==> src/logic/bemon_pkg.sv <==
`default_nettype none

package bemon_pkg;

    localparam int TLB_ENTRIES = 8;     // fully associative dtlb
    localparam int WINDOW_SIZE = 4;     // collision window in cycles, flush cycle included
    localparam int CNT_W       = 16;    // every event counter saturates at this width
    localparam int PPN_W       = 44;    // sv39 physical page number

    // flag positions inside the low byte of an sv39 pte
    localparam int PTE_V_BIT = 0;
    localparam int PTE_R_BIT = 1;
    localparam int PTE_W_BIT = 2;
    localparam int PTE_X_BIT = 3;
    localparam int PTE_A_BIT = 6;
    localparam int PTE_D_BIT = 7;

    localparam int WB_ADR_W   = 5;      // word address, counters live at 0 to 15
    localparam int WB_DAT_W   = 32;
    localparam int STATUS_ADR = 16;     // dtlb occupancy status word

    typedef enum logic [3:0] {
        FLT_NONE          = 4'd0,
        FLT_INVALID       = 4'd1,       // v flag clear
        FLT_ILLEGAL_RW    = 4'd2,       // w set without r
        FLT_A_ZERO        = 4'd3,
        FLT_R_ZERO        = 4'd4,       // load to a non readable page and mxr clear
        FLT_W_ZERO        = 4'd5,
        FLT_D_ZERO        = 4'd6,
        FLT_MISALIGNED_1G = 4'd7,
        FLT_MISALIGNED_2M = 4'd8,
        FLT_TOO_DEEP      = 4'd9        // no leaf found at the last level
    } pte_fault_e;

    // counter map, also the wishbone word address of each counter
    typedef enum logic [3:0] {
        EV_INVALID         = 4'd0,
        EV_ILLEGAL_RW      = 4'd1,
        EV_A_ZERO          = 4'd2,
        EV_R_ZERO          = 4'd3,
        EV_W_ZERO          = 4'd4,
        EV_D_ZERO          = 4'd5,
        EV_MISALIGNED_1G   = 4'd6,
        EV_MISALIGNED_2M   = 4'd7,
        EV_TOO_DEEP        = 4'd8,
        EV_COLL_DC_MISS    = 4'd9,
        EV_COLL_DC_HIT     = 4'd10,
        EV_COLL_DTLB_MISS  = 4'd11,
        EV_FLUSH_BRANCH    = 4'd12,
        EV_FLUSH_EXCEPTION = 4'd13,
        EV_FLUSH_INTERRUPT = 4'd14,
        EV_FLUSH_WHEN_FULL = 4'd15
    } ev_idx_e;

endpackage

`default_nettype wire

==> src/logic/pte_fault_classifier.sv <==
`timescale 1ns/1ps
`default_nettype none

module pte_fault_classifier
    import bemon_pkg::*;
(
    input  logic             clk_i,
    input  logic             rst_n_i,
    input  logic             pte_rd_valid_i,    // pte returned to the walker on a data walk
    input  logic             is_store_i,        // the walk serves a store
    input  logic             mxr_i,             // mstatus.mxr
    input  logic [1:0]       ptw_lvl_i,         // 1 is the root level, 3 the 4 KiB level
    input  logic [7:0]       pte_flags_i,
    input  logic [PPN_W-1:0] pte_ppn_i,
    output logic             fault_valid_o,
    output pte_fault_e       fault_cause_o
);

    logic       pte_v;
    logic       pte_r;
    logic       pte_w;
    logic       pte_x;
    logic       pte_a;
    logic       pte_d;
    logic       is_leaf;
    pte_fault_e cause_d;

    assign pte_v   = pte_flags_i[PTE_V_BIT];
    assign pte_r   = pte_flags_i[PTE_R_BIT];
    assign pte_w   = pte_flags_i[PTE_W_BIT];
    assign pte_x   = pte_flags_i[PTE_X_BIT];
    assign pte_a   = pte_flags_i[PTE_A_BIT];
    assign pte_d   = pte_flags_i[PTE_D_BIT];
    assign is_leaf = pte_r || pte_x;              // a pointer entry has neither r nor x

    // first matching check wins, the order follows the walker's own checks
    always_comb
    begin
        cause_d = FLT_NONE;
        if (!pte_v)
            cause_d = FLT_INVALID;
        else if (pte_w && !pte_r)
            cause_d = FLT_ILLEGAL_RW;
        else if (!is_leaf)
        begin
            if (ptw_lvl_i == 2'd3)
                cause_d = FLT_TOO_DEEP;             // pointer below the last level
        end
        else if (!pte_a)
            cause_d = FLT_A_ZERO;
        else if (!is_store_i && !pte_r && !mxr_i)
            cause_d = FLT_R_ZERO;                   // execute only page, mxr would make it readable
        else if (is_store_i && !pte_w)
            cause_d = FLT_W_ZERO;
        else if (is_store_i && !pte_d)
            cause_d = FLT_D_ZERO;                   // software has to set d before the store
        else if ((ptw_lvl_i == 2'd1) && (pte_ppn_i[17:0] != '0))
            cause_d = FLT_MISALIGNED_1G;
        else if ((ptw_lvl_i == 2'd2) && (pte_ppn_i[8:0] != '0))
            cause_d = FLT_MISALIGNED_2M;
    end

    always_ff @(posedge clk_i or negedge rst_n_i)
    begin
        if (!rst_n_i)
        begin
            fault_valid_o <= 1'b0;
            fault_cause_o <= FLT_NONE;
        end
        else
        begin
            fault_valid_o <= pte_rd_valid_i && (cause_d != FLT_NONE);
            fault_cause_o <= pte_rd_valid_i ? cause_d : FLT_NONE;
        end
    end

endmodule

`default_nettype wire

==> src/logic/dtlb_occupancy.sv <==
`timescale 1ns/1ps
`default_nettype none

module dtlb_occupancy
    import bemon_pkg::*;
(
    input  logic                   clk_i,
    input  logic                   rst_n_i,
    input  logic [TLB_ENTRIES-1:0] tag_valid_i,
    input  logic [TLB_ENTRIES-1:0] tag_is_2m_i,
    input  logic [TLB_ENTRIES-1:0] tag_is_1g_i,
    input  logic                   dtlb_flush_i,
    output logic                   full_o,
    output logic                   full_4k_o,
    output logic                   full_2m_o,
    output logic                   all_sizes_o,
    output logic                   flush_when_full_o
);

    logic [TLB_ENTRIES-1:0] has_4k;
    logic [TLB_ENTRIES-1:0] has_2m;
    logic [TLB_ENTRIES-1:0] has_1g;
    logic                   full_d;

    // size bits of an invalid entry are stale, so each size is qualified by valid
    always_comb
    begin
        for (int e = 0; e < TLB_ENTRIES; e++)
        begin
            has_4k[e] = tag_valid_i[e] && !tag_is_2m_i[e] && !tag_is_1g_i[e];
            has_2m[e] = tag_valid_i[e] && tag_is_2m_i[e];
            has_1g[e] = tag_valid_i[e] && tag_is_1g_i[e];
        end
    end

    assign full_d = &tag_valid_i;

    always_ff @(posedge clk_i or negedge rst_n_i)
    begin
        if (!rst_n_i)
        begin
            full_o            <= 1'b0;
            full_4k_o         <= 1'b0;
            full_2m_o         <= 1'b0;
            all_sizes_o       <= 1'b0;
            flush_when_full_o <= 1'b0;
        end
        else
        begin
            full_o            <= full_d;
            full_4k_o         <= &has_4k;
            full_2m_o         <= &has_2m;
            all_sizes_o       <= (|has_4k) && (|has_2m) && (|has_1g);
            flush_when_full_o <= dtlb_flush_i && full_d;    // flush sees the tags of its own cycle
        end
    end

endmodule

`default_nettype wire

==> src/logic/flush_collision_detector.sv <==
`timescale 1ns/1ps
`default_nettype none

module flush_collision_detector
    import bemon_pkg::*;
(
    input  logic       clk_i,
    input  logic       rst_n_i,
    input  logic       dcache_miss_i,
    input  logic       dcache_hit_i,
    input  logic       dtlb_miss_i,
    input  logic       exe_branch_valid_i,     // branch resolved at execute
    input  logic       branch_mispredict_i,
    input  logic       stall_exe_i,
    input  logic       jal_id_i,               // unpredicted jal redirected at decode
    input  logic       csr_trap_i,
    input  logic       csr_cause_msb_i,        // interrupt bit of mcause
    output logic [2:0] collide_o,              // bit 0 dcache miss, 1 dcache hit, 2 dtlb miss
    output logic [2:0] flush_o                 // bit 0 branch, 1 exception, 2 interrupt
);

    logic                              branch_flush;
    logic                              exception_flush;
    logic                              interrupt_flush;
    logic                              any_flush;
    logic [2:0]                        mem_ev;
    logic [2:0][WINDOW_SIZE-2:0]       hist_q;     // the last WINDOW_SIZE-1 cycles per event
    logic [2:0]                        collide_d;

    assign branch_flush    = (exe_branch_valid_i && branch_mispredict_i && !stall_exe_i)
                             || jal_id_i;
    assign exception_flush = csr_trap_i && !csr_cause_msb_i;
    assign interrupt_flush = csr_trap_i && csr_cause_msb_i;
    assign any_flush       = branch_flush || exception_flush || interrupt_flush;

    assign mem_ev = {dtlb_miss_i, dcache_hit_i, dcache_miss_i};

    // an event in the flush cycle itself counts as distance zero
    always_comb
    begin
        for (int k = 0; k < 3; k++)
            collide_d[k] = any_flush && (mem_ev[k] || (|hist_q[k]));
    end

    always_ff @(posedge clk_i or negedge rst_n_i)
    begin
        if (!rst_n_i)
        begin
            hist_q    <= '0;
            collide_o <= '0;
            flush_o   <= '0;
        end
        else
        begin
            for (int k = 0; k < 3; k++)
                hist_q[k] <= {hist_q[k][WINDOW_SIZE-3:0], mem_ev[k]};
            collide_o <= collide_d;
            flush_o   <= {interrupt_flush, exception_flush, branch_flush};
        end
    end

endmodule

`default_nettype wire

==> src/logic/event_stat_regs.sv <==
`timescale 1ns/1ps
`default_nettype none

module event_stat_regs
    import bemon_pkg::*;
(
    input  logic                clk_i,
    input  logic                rst_n_i,
    input  logic                fault_valid_i,
    input  pte_fault_e          fault_cause_i,
    input  logic [2:0]          collide_i,      // dcache miss, dcache hit, dtlb miss from bit 0
    input  logic [2:0]          flush_i,        // branch, exception, interrupt from bit 0
    input  logic                flush_when_full_i,
    input  logic                full_i,
    input  logic                full_4k_i,
    input  logic                full_2m_i,
    input  logic                all_sizes_i,
    input  logic                wb_cyc_i,
    input  logic                wb_stb_i,
    input  logic                wb_we_i,
    input  logic [WB_ADR_W-1:0] wb_adr_i,
    input  logic [WB_DAT_W-1:0] wb_dat_i,       // any write clears, the data itself is ignored
    output logic [WB_DAT_W-1:0] wb_dat_o,
    output logic                wb_ack_o
);

    logic [CNT_W-1:0]    cnt_q [16];
    logic [15:0]         inc;
    logic                wb_req;
    logic                adr_is_cnt;
    logic                clr;
    logic [WB_DAT_W-1:0] rd_data;

    // one increment line per counter, indexed by the counter map
    always_comb
    begin
        inc = '0;
        if (fault_valid_i)
        begin
            case (fault_cause_i)
                FLT_INVALID:       inc[EV_INVALID]       = 1'b1;
                FLT_ILLEGAL_RW:    inc[EV_ILLEGAL_RW]    = 1'b1;
                FLT_A_ZERO:        inc[EV_A_ZERO]        = 1'b1;
                FLT_R_ZERO:        inc[EV_R_ZERO]        = 1'b1;
                FLT_W_ZERO:        inc[EV_W_ZERO]        = 1'b1;
                FLT_D_ZERO:        inc[EV_D_ZERO]        = 1'b1;
                FLT_MISALIGNED_1G: inc[EV_MISALIGNED_1G] = 1'b1;
                FLT_MISALIGNED_2M: inc[EV_MISALIGNED_2M] = 1'b1;
                FLT_TOO_DEEP:      inc[EV_TOO_DEEP]      = 1'b1;
                default:           inc                   = '0;
            endcase
        end
        inc[EV_COLL_DC_MISS]    = collide_i[0];
        inc[EV_COLL_DC_HIT]     = collide_i[1];
        inc[EV_COLL_DTLB_MISS]  = collide_i[2];
        inc[EV_FLUSH_BRANCH]    = flush_i[0];
        inc[EV_FLUSH_EXCEPTION] = flush_i[1];
        inc[EV_FLUSH_INTERRUPT] = flush_i[2];
        inc[EV_FLUSH_WHEN_FULL] = flush_when_full_i;
    end

    assign wb_req     = wb_cyc_i && wb_stb_i && !wb_ack_o;   // classic cycle, one ack per strobe
    assign adr_is_cnt = (wb_adr_i[WB_ADR_W-1:4] == '0);
    assign clr        = wb_req && wb_we_i && adr_is_cnt;

    always_comb
    begin
        rd_data = '0;
        if (adr_is_cnt)
            rd_data[CNT_W-1:0] = cnt_q[wb_adr_i[3:0]];
        else if (wb_adr_i == WB_ADR_W'(STATUS_ADR))
            rd_data[3:0] = {full_i, full_4k_i, full_2m_i, all_sizes_i};  // full in bit 3
    end

    // a clear in the same cycle as an increment wins
    always_ff @(posedge clk_i or negedge rst_n_i)
    begin
        if (!rst_n_i)
        begin
            for (int i = 0; i < 16; i++)
                cnt_q[i] <= '0;
        end
        else
        begin
            for (int i = 0; i < 16; i++)
            begin
                if (clr && (wb_adr_i[3:0] == i))
                    cnt_q[i] <= '0;
                else if (inc[i] && (cnt_q[i] != '1))
                    cnt_q[i] <= cnt_q[i] + 1'b1;
            end
        end
    end

    // read data is captured with the request and held while ack is high
    always_ff @(posedge clk_i or negedge rst_n_i)
    begin
        if (!rst_n_i)
        begin
            wb_ack_o <= 1'b0;
            wb_dat_o <= '0;
        end
        else
        begin
            wb_ack_o <= wb_req;
            if (wb_req && !wb_we_i)
                wb_dat_o <= rd_data;
        end
    end

endmodule

`default_nettype wire

==> src/logic/backend_monitor.sv <==
`timescale 1ns/1ps
`default_nettype none

module backend_monitor
    import bemon_pkg::*;
(
    input  logic                   clk_i,
    input  logic                   rst_n_i,
    // page table walker
    input  logic                   pte_rd_valid_i,
    input  logic                   is_store_i,
    input  logic                   mxr_i,
    input  logic [1:0]             ptw_lvl_i,
    input  logic [7:0]             pte_flags_i,
    input  logic [PPN_W-1:0]       pte_ppn_i,
    // dtlb tags
    input  logic [TLB_ENTRIES-1:0] tag_valid_i,
    input  logic [TLB_ENTRIES-1:0] tag_is_2m_i,
    input  logic [TLB_ENTRIES-1:0] tag_is_1g_i,
    input  logic                   dtlb_flush_i,
    // memory events and pipeline flush sources
    input  logic                   dcache_miss_i,
    input  logic                   dcache_hit_i,
    input  logic                   dtlb_miss_i,
    input  logic                   exe_branch_valid_i,
    input  logic                   branch_mispredict_i,
    input  logic                   stall_exe_i,
    input  logic                   jal_id_i,
    input  logic                   csr_trap_i,
    input  logic                   csr_cause_msb_i,
    // wishbone classic slave
    input  logic                   wb_cyc_i,
    input  logic                   wb_stb_i,
    input  logic                   wb_we_i,
    input  logic [WB_ADR_W-1:0]    wb_adr_i,
    input  logic [WB_DAT_W-1:0]    wb_dat_i,
    output logic [WB_DAT_W-1:0]    wb_dat_o,
    output logic                   wb_ack_o
);

    logic       fault_valid;
    pte_fault_e fault_cause;
    logic       full;
    logic       full_4k;
    logic       full_2m;
    logic       all_sizes;
    logic       flush_when_full;
    logic [2:0] collide;
    logic [2:0] flush;

    pte_fault_classifier pte_fault_classifier_inst (
        .clk_i          (clk_i),
        .rst_n_i        (rst_n_i),
        .pte_rd_valid_i (pte_rd_valid_i),
        .is_store_i     (is_store_i),
        .mxr_i          (mxr_i),
        .ptw_lvl_i      (ptw_lvl_i),
        .pte_flags_i    (pte_flags_i),
        .pte_ppn_i      (pte_ppn_i),
        .fault_valid_o  (fault_valid),
        .fault_cause_o  (fault_cause)
    );

    dtlb_occupancy dtlb_occupancy_inst (
        .clk_i             (clk_i),
        .rst_n_i           (rst_n_i),
        .tag_valid_i       (tag_valid_i),
        .tag_is_2m_i       (tag_is_2m_i),
        .tag_is_1g_i       (tag_is_1g_i),
        .dtlb_flush_i      (dtlb_flush_i),
        .full_o            (full),
        .full_4k_o         (full_4k),
        .full_2m_o         (full_2m),
        .all_sizes_o       (all_sizes),
        .flush_when_full_o (flush_when_full)
    );

    flush_collision_detector flush_collision_detector_inst (
        .clk_i               (clk_i),
        .rst_n_i             (rst_n_i),
        .dcache_miss_i       (dcache_miss_i),
        .dcache_hit_i        (dcache_hit_i),
        .dtlb_miss_i         (dtlb_miss_i),
        .exe_branch_valid_i  (exe_branch_valid_i),
        .branch_mispredict_i (branch_mispredict_i),
        .stall_exe_i         (stall_exe_i),
        .jal_id_i            (jal_id_i),
        .csr_trap_i          (csr_trap_i),
        .csr_cause_msb_i     (csr_cause_msb_i),
        .collide_o           (collide),
        .flush_o             (flush)
    );

    event_stat_regs event_stat_regs_inst (
        .clk_i             (clk_i),
        .rst_n_i           (rst_n_i),
        .fault_valid_i     (fault_valid),
        .fault_cause_i     (fault_cause),
        .collide_i         (collide),
        .flush_i           (flush),
        .flush_when_full_i (flush_when_full),
        .full_i            (full),
        .full_4k_i         (full_4k),
        .full_2m_i         (full_2m),
        .all_sizes_i       (all_sizes),
        .wb_cyc_i          (wb_cyc_i),
        .wb_stb_i          (wb_stb_i),
        .wb_we_i           (wb_we_i),
        .wb_adr_i          (wb_adr_i),
        .wb_dat_i          (wb_dat_i),
        .wb_dat_o          (wb_dat_o),
        .wb_ack_o          (wb_ack_o)
    );

endmodule

`default_nettype wire

==> config.mk <==
export PLATFORM = sky130hd
export DESIGN_NAME = backend_monitor
export DESIGN_NICKNAME = d
export VERILOG_FILES = /design/src/logic/bemon_pkg.sv /design/src/logic/pte_fault_classifier.sv /design/src/logic/dtlb_occupancy.sv /design/src/logic/flush_collision_detector.sv /design/src/logic/event_stat_regs.sv /design/src/logic/backend_monitor.sv
export SDC_FILE = /design/constraint.sdc
export NUM_CORES = 1
export LEC_CHECK = 0
export ABC_CLOCK_PERIOD_IN_PS = 2100
export BUFFER_PORTS_ARGS = -buffer_cell sky130_fd_sc_hd__buf_4
export CAP_MARGIN = 20
export CORE_ASPECT_RATIO = 1.4
export CORE_MARGIN = 3
export CORE_UTILIZATION = 45
export CTS_CLUSTER_SIZE = 20
export DETAILED_ROUTE_END_ITERATION = 8
export SYNTH_ARGS = -nofsm -noshare
export SYNTH_HDL_FRONTEND = slang
export SYNTH_SLANG_ARGS = --single-unit
==> constraint.sdc <==
create_clock -name clk_i -period 2.1 [get_ports clk_i]
set_input_delay 0.105 -clock clk_i [delete_from_list [all_inputs] [get_ports clk_i]]
set_output_delay 0.105 -clock clk_i [all_outputs]
set_load 0.05 [all_outputs]
Word level (Yosys, flattened, before mapping)
Index checks and enable logic that the tools add are counted.
Storage, ports and cells
  output and inout bits: 33
  logic and storage cells: 300
  input bits: 133
  bits in registers: 298
Operators by class
  reductions and logical operators: 148
  bitwise gates (word level): 2
  add/sub/neg operators: 16
  magnitude comparators: 1
  multiplexer cells: 59
  equality and inequality tests: 44
Operator list (number)
  $mux W16: 34
  $add A16 B1 Y16 const B: 16
  $ne A16 B16 Y1 const B: 16
  $logic_and A1 B1 Y1: 87
  $bmux W16 S4: 1
  $mux W4: 13
  $eq A4 B4 Y1 const B: 10
  $eq A4 B3 Y1 const B: 8
  $reduce_bool A2 Y1: 16
  $logic_not A1 Y1: 25
  $reduce_and A8 Y1: 3
  $reduce_or A8 Y1: 3
  $reduce_bool A18 Y1: 1
  $eq A4 B2 Y1 const B: 4
  $mux W12: 1
  $mux W1: 9
  $mux W9: 1
  $reduce_bool A9 Y1: 1
  $reduce_or A3 Y1: 3
  $eq A4 B1 Y1 const B: 2
  $logic_or A1 B1 Y1: 7
  $eq A5 B5 Y1 const B: 1
  $ge A5 B5 Y1 const B: 1
  $not A4 Y5: 1
  other kinds (5): 6

Longest topological paths before layout
  depth after elaboration: 13
  depth in mapped cells: 7
  gate-level depth less buffers: 6

Hierarchy
A second synthesis with hierarchy kept.
Unflattened totals
  cell total of the unflattened synthesis: 1803
  area, all modules: 17556.8 um2
Modules (own cells, without submodules)
  event_stat_regs: cells an instance 1684, sequential area each 6831.6 um2, instances 1, area each 16346.9 um2
  flush_collision_detector: cells an instance 26, sequential area each 375.4 um2, instances 1, area each 470.5 um2
  pte_fault_classifier: cells an instance 52, sequential area each 125.1 um2, instances 1, area each 387.9 um2
  dtlb_occupancy: cells an instance 41, sequential area each 125.1 um2, instances 1, area each 351.6 um2

Least setup slack after synthesis
Ideal clock, no wire load.
  path kind: register to register
  start point: register event_stat_regs_inst.wb_ack_o
  end point: register event_stat_regs_inst.cnt_q[237] (netlist name)
  setup time: 0.125 ns
  required time: 1.975 ns
  path slack: -0.094 ns
  arrival: 2.070 ns
  stages on the path, launching flop included: 7
  period minus slack after synthesis: 2.194 ns
  buffers on the path: 1
  cells stage by stage: dfrtp_1 -> nand3b_4 -> or4b_1 -> clkbuf_1 -> nor3_2 -> nor2b_1 -> mux2_2
Between the ends
  longest elaborated chain between the ends: 6
  elaborated cells on any way between the ends: 7
  those cells by class: mux: 1; reduce/logical: 6
Ends and longest elaborated chain
  from (decl): RTL line event_stat_regs.sv:24  | output logic wb_ack_o
  from (signal assigned): RTL line event_stat_regs.sv:105  | wb_ack_o <= wb_req;
  $logic_not A1 Y1 (*): RTL line event_stat_regs.sv:62  | assign wb_req = wb_cyc_i && wb_stb_i && !wb_ack_o;
  $logic_and A1 B1 Y1 (*): RTL line event_stat_regs.sv:62
  $logic_and A1 B1 Y1 (*) (2 in series): RTL line event_stat_regs.sv:64  | assign clr = wb_req && wb_we_i && adr_is_cnt;
  $logic_and A1 B1 Y1 (*): RTL line event_stat_regs.sv:87  | if (clr && (wb_adr_i[3:0] == i))
  $mux W16 / $reduce_bool A2 Y1 (equally long branches)
  to (signal, indexed assignment): RTL line event_stat_regs.sv:90  | cnt_q[i] <= cnt_q[i] + 1'b1;
  to (decl): RTL line event_stat_regs.sv:27  | logic [CNT_W-1:0] cnt_q [16];
Every way passes the cells marked *; elsewhere a longest branch is shown, timed or not.
A chain may end at the register's enable or synchronous reset.

Worst setup path in the final report
  start point: register pte_fault_classifier_inst.fault_cause_o[2]
  end point: register event_stat_regs_inst.cnt_q[125] (netlist name)
Between the ends
  longest elaborated chain between the ends: 5
Ends and longest elaborated chain
  from (decl): RTL line pte_fault_classifier.sv:16  | output pte_fault_e fault_cause_o
  from (signal assigned): RTL line pte_fault_classifier.sv:73  | fault_cause_o <= pte_rd_valid_i ? cause_d : FLT_NONE;
  $eq A4 B4 Y1: RTL line event_stat_regs.sv:40  | case (fault_cause_i)
  $mux W1: RTL line event_stat_regs.sv:40
  $mux W9: RTL line event_stat_regs.sv:38  | if (fault_valid_i)
  $logic_and A1 B1 Y1: RTL line event_stat_regs.sv:89  | else if (inc[i] && (cnt_q[i] != '1))
  $reduce_bool A2 Y1 (no line)
Every way passes these cells.

==> impl_metrics.prom <==
# TYPE chip_impl_metric gauge
chip_impl_info{name="run_status",value="complete, no violations"} 1
chip_impl_metric{name="ff2ff_setup_slack",unit="ns"} 0.11
chip_impl_info{name="min_to",value="flush_collision_detector_inst.collide_o[2]$_DFF_PN0_"} 1
chip_impl_metric{name="core_region_area",unit="um^2"} 38500
chip_impl_metric{name="timing.max_slew.rel_slack",unit="%"} 33.6
chip_impl_metric{name="globalRouteTotalUtil",unit="%"} 23.5
chip_impl_metric{name="hold-path-cell-count",unit=""} 4
chip_impl_metric{name="cp_data_required_time",unit="ns"} 2.51
chip_impl_metric{name="first_global_vias",unit=""} 14600
chip_impl_metric{name="cap_violations",unit=""} 0
chip_impl_metric{name="clk_path_buf_depth",unit=""} 3
chip_impl_metric{name="diodes",unit=""} 0
chip_impl_metric{name="numClockSinks",unit=""} 298
chip_impl_metric{name="dr.pass1.iters",unit=""} 6
chip_impl_metric{name="grt_first_pass_wirelength",unit="um"} 78700
chip_impl_metric{name="grt_antenna_before_repair",unit=""} 2
chip_impl_metric{name="top_level_port_count",unit=""} 166
chip_impl_info{name="layout_common_cells",value="298 x sky130_fd_sc_hd__dfrtp_1, 282 x sky130_fd_sc_hd__nor2_1, 174 x sky130_fd_sc_hd__buf_4, 119 x sky130_fd_sc_hd__xnor2_1, 103 x sky130_fd_sc_hd__nand2_1"} 1
chip_impl_metric{name="maxSlewViolCount",unit=""} 0
chip_impl_info{name="worst_setup_path_startpoint",value="pte_fault_classifier_inst.fault_cause_o[2]$_DFF_PN0_"} 1
chip_impl_info{name="category_of_the_critical_setup_timing_path",value="flip-flop to flip-flop"} 1
chip_impl_metric{name="ctsHtreeMaxLevel",unit=""} 2
chip_impl_info{name="hp-start",value="jal_id_i"} 1
chip_impl_metric{name="fmax",unit="GHz"} 0.502
chip_impl_metric{name="async_reset_ff_share",unit="%"} 100
chip_impl_metric{name="finalHoldViolCount",unit=""} 0
chip_impl_info{name="worstPathCellList",value="nand3b_1 > or4_4 > a2111oi_2 > xnor2_1 > nor2_1"} 1
chip_impl_metric{name="avgSynthCellArea",unit="um^2"} 9.94
chip_impl_metric{name="gr-total-overflow",unit=""} 0
chip_impl_metric{name="post_layout_nonfiller_instances",unit=""} 2497
chip_impl_info{name="grt_setup_unrepaired",value="false"} 1
chip_impl_metric{name="final_core_utilization",unit="%"} 54.4
chip_impl_metric{name="io_buffers",unit=""} 89
chip_impl_info{name="worst_path_max_delay_cell",value="sky130_fd_sc_hd__or4_4"} 1
chip_impl_metric{name="static-leakage-power",unit="nW"} 8.03
chip_impl_metric{name="finalWeightedCongestion",unit=""} 0.892
chip_impl_metric{name="initial_utilization",unit="%"} 45.7
chip_impl_metric{name="peakVddDrop",unit="mV"} 0.497
chip_impl_metric{name="vertical_die_dimension",unit="um"} 240
chip_impl_metric{name="dp_hpwl",unit="um"} 36900
chip_impl_metric{name="routedWlPerCell",unit="um"} 19.6
chip_impl_metric{name="finalCriticalPeriod",unit="ns"} 1.99
chip_impl_metric{name="synthToLayoutAreaGrowth",unit="%"} 19.0
chip_impl_info{name="synth_flop_cell",value="sky130_fd_sc_hd__dfrtp_1"} 1
chip_impl_metric{name="maximum_number_of_pins_on_one_net_before_global_route_repair",unit=""} 68
chip_impl_metric{name="power_density",unit="nW/um^2"} 1230
chip_impl_info{name="critical_path.startpoint_type",value="flip-flop"} 1
chip_impl_metric{name="drt-initial-drc-count",unit=""} 944
chip_impl_info{name="ctsRootBufferMaster",value="sky130_fd_sc_hd__clkbuf_16"} 1
chip_impl_metric{name="post_synth_edffs",unit=""} 0
chip_impl_metric{name="fin_worst_skew",unit="ns"} 0.0161
chip_impl_metric{name="clkTransAtPathRegs",unit="ns"} 0.06
chip_impl_info{name="rr_startpoint",value="pte_fault_classifier_inst.fault_cause_o[2]$_DFF_PN0_"} 1
chip_impl_metric{name="multi_input_logic_area",unit="um^2"} 9660
chip_impl_metric{name="placed_cells_incl_taps",unit=""} 2405
chip_impl_metric{name="combined_area_of_all_synthesized_cells",unit="um^2"} 17600
chip_impl_metric{name="synth-warning-count",unit=""} 0
chip_impl_metric{name="route.detailed.drc",unit=""} 0
chip_impl_metric{name="nNetsFinal",unit=""} 2101
chip_impl_metric{name="finalWirelength",unit="um"} 49000
chip_impl_metric{name="netlist-cell-type-count",unit=""} 76
chip_impl_info{name="clock_tree_from_tritoncts",value="done"} 1
chip_impl_metric{name="rows",unit=""} 85
chip_impl_info{name="min-delay-path-class",value="input port to flip-flop"} 1
chip_impl_metric{name="num-fill-cells",unit=""} 3482
chip_impl_metric{name="cp.arrival",unit="ns"} 2.41
chip_impl_metric{name="number_of_buffers_added_by_the_clock_tree_synthesis_step",unit=""} 34
chip_impl_metric{name="postSynthCellCount",unit=""} 1771
chip_impl_metric{name="route.vias.total",unit=""} 14600
chip_impl_metric{name="register_area",unit="um^2"} 7460
chip_impl_info{name="rr_endpoint",value="event_stat_regs_inst.cnt_q[125]$_DFFE_PN0P_"} 1
chip_impl_metric{name="final_layout_size_suffix_gt1_share",unit="%"} 17.8
chip_impl_metric{name="fp.dieW",unit="um"} 173
chip_impl_metric{name="finalPower",unit="mW"} 25.8
chip_impl_metric{name="via_per_inst",unit=""} 5.83
chip_impl_metric{name="setup-violations-final",unit=""} 0
chip_impl_metric{name="clk-insertion-delay-late",unit="ns"} 0.54
chip_impl_metric{name="synth.ff_latch_count",unit=""} 298
chip_impl_metric{name="crit_path_max_fanout",unit=""} 5
chip_impl_metric{name="design.die.area",unit="um^2"} 41500
chip_impl_info{name="final_common_cell",value="sky130_fd_sc_hd__dfrtp_1"} 1
chip_impl_metric{name="worst_path_largest_cell_delay",unit="ns"} 0.59
chip_impl_metric{name="layout_worst_path_cycle_share",unit="%"} 94.9
chip_impl_info{name="endpoint_kind",value="flip-flop"} 1
chip_impl_metric{name="synth_sequential_area_ratio",unit="%"} 42.4
chip_impl_metric{name="ant_nets",unit=""} 0
chip_impl_metric{name="worst_r2r_path_depth",unit=""} 5
chip_impl_metric{name="setup_tns",unit="ns"} 0
chip_impl_metric{name="worst_margin_slew",unit="ns"} 0.994
==> synth_stat cells, types with 30 or more instances <==
| cell | n | area, um^2 |
|---|---|---|
| sky130_fd_sc_hd__a211oi_1 | 38 | 285 |
| sky130_fd_sc_hd__a21oi_1 | 47 | 235 |
| sky130_fd_sc_hd__and4_1 | 32 | 280 |
| sky130_fd_sc_hd__clkbuf_1 | 42 | 158 |
| sky130_fd_sc_hd__dfrtp_1 | 298 | 7460 |
| sky130_fd_sc_hd__inv_1 | 30 | 113 |
| sky130_fd_sc_hd__mux4_2 | 64 | 1440 |
| sky130_fd_sc_hd__nand2_1 | 103 | 387 |
| sky130_fd_sc_hd__nand3_1 | 83 | 415 |
| sky130_fd_sc_hd__nand4_1 | 76 | 475 |
| sky130_fd_sc_hd__nor2_1 | 282 | 1060 |
| sky130_fd_sc_hd__nor3_1 | 47 | 235 |
| sky130_fd_sc_hd__nor4_1 | 30 | 188 |
| sky130_fd_sc_hd__o21ai_0 | 37 | 185 |
| sky130_fd_sc_hd__xnor2_1 | 119 | 1040 |
| sky130_fd_sc_hd__xor2_1 | 83 | 727 |
==> kinds of logic (layout without fill, tap and decap cells) <==
family                     count (synthesis)  after routing  synth area share (%)
and+or+nand+nor                          801            801                  23.7
AOI/OAI and AO/OA                        253            253                  10.4
adders and majority gates                 16             16                  1.14
buffers and inverters                    119            308                  3.17
other                                      1             16                0.0213
xor gates and xnor gates                 202            202                  10.1
muxes                                     81             81                  9.17
DFF                                      298            298                  42.4
==> registers in the layout (all words and copies together) (netlist names) <==
name                                     cells
event_stat_regs_inst.wb_dat_o               16
event_stat_regs_inst.wb_ack_o                1
dtlb_occupancy_inst.full_2m_o                1
event_stat_regs_inst.cnt_q                 256
flush_collision_detector_inst.flush_o        3
flush_collision_detector_inst.collide_o      3
dtlb_occupancy_inst.all_sizes_o              1
dtlb_occupancy_inst.full_4k_o                1
pte_fault_classifier_inst.fault_valid_o      1
dtlb_occupancy_inst.full_o                   1
dtlb_occupancy_inst.flush_when_full_o        1
flush_collision_detector_inst.hist_q         9
pte_fault_classifier_inst.fault_cause_o      4
==> power breakdown <==
group	switching, mW	internal, mW	total, mW	leakage (nW)
clock	2.44	3.74	6.18	0.577
combinational	4.70	4.09	8.80	4.24
sequential	3.00	7.77	10.8	3.22
total	10.1	15.6	25.8	8.03
==> layout make-up <==
| cell class | count | share of cell area (%) |
|---|---|---|
| multi-input combinational | 1369 | 46.1 |
| sequential | 298 | 35.6 |
| timing repair buffer | 219 | 9.05 |
| clock buffer | 49 | 4.86 |
| tap | 522 | 3.12 |
| clock inverter | 10 | 0.687 |
| inverter | 30 | 0.538 |
==> what timing repair did <==
action | 4_1_cts | 5_1_grt
resized for setup | 0 | 5
setup buffers | 0 | 1
endpoints found under the setup margin | 0 | 5
hold buffers | 31 | 0
hold endpoints to repair | 287 | 0
==> through the flow <==
step / worst slack (ns) / hold WS (ns) / cell area, um^2
6_report: 0.107 / 0.0344 / 20900
5_1_grt: 0.0108 / 0.0656 / 20900
4_1_cts: 0.0921 / 0.00476 / 20900
3_5_place_dp: 0.107 / 0.0862 / 19400
3_3_place_gp: 0.139 / 0.0779 / 19400
2_1_floorplan: -0.0623 / -0.191 / 17700
==> per-layer routing <==
metal  vias to the layer above  part of all wire (%)  GRT usage [%]
met5                         -                 0.043              0
met4                         4                   3.7           8.75
met3                       105                   4.4           3.25
met2                       351                    52           42.4
met1                      7214                    40           28.9
li1                       6880                     -              -
==> worst max-delay path, delay by kind of cell, from the launching register on <==
kind                      cells  cell delay (ns)
AOI/OAI and AO/OA             1             0.35
and+or+nand+nor               3             0.90
xor gates and xnor gates      1             0.17
DFF                           1             0.45
==> worst max path at each step <==
| stage | to | depth (start not counted) |
|---|---|---|
| global route | event_stat_regs_inst.cnt_q[177]$_DFFE_PN0P_ | 6 |
| finish | event_stat_regs_inst.cnt_q[125]$_DFFE_PN0P_ | 5 |
| floorplan | event_stat_regs_inst.cnt_q[164]$_DFFE_PN0P_ | 6 |
| detailed placement | event_stat_regs_inst.cnt_q[188]$_DFFE_PN0P_ | 5 |
| CTS | event_stat_regs_inst.cnt_q[125]$_DFFE_PN0P_ | 5 |
| global placement | event_stat_regs_inst.cnt_q[188]$_DFFE_PN0P_ | 5 |
No activity file was read; power rests on OpenSTA's default activity.
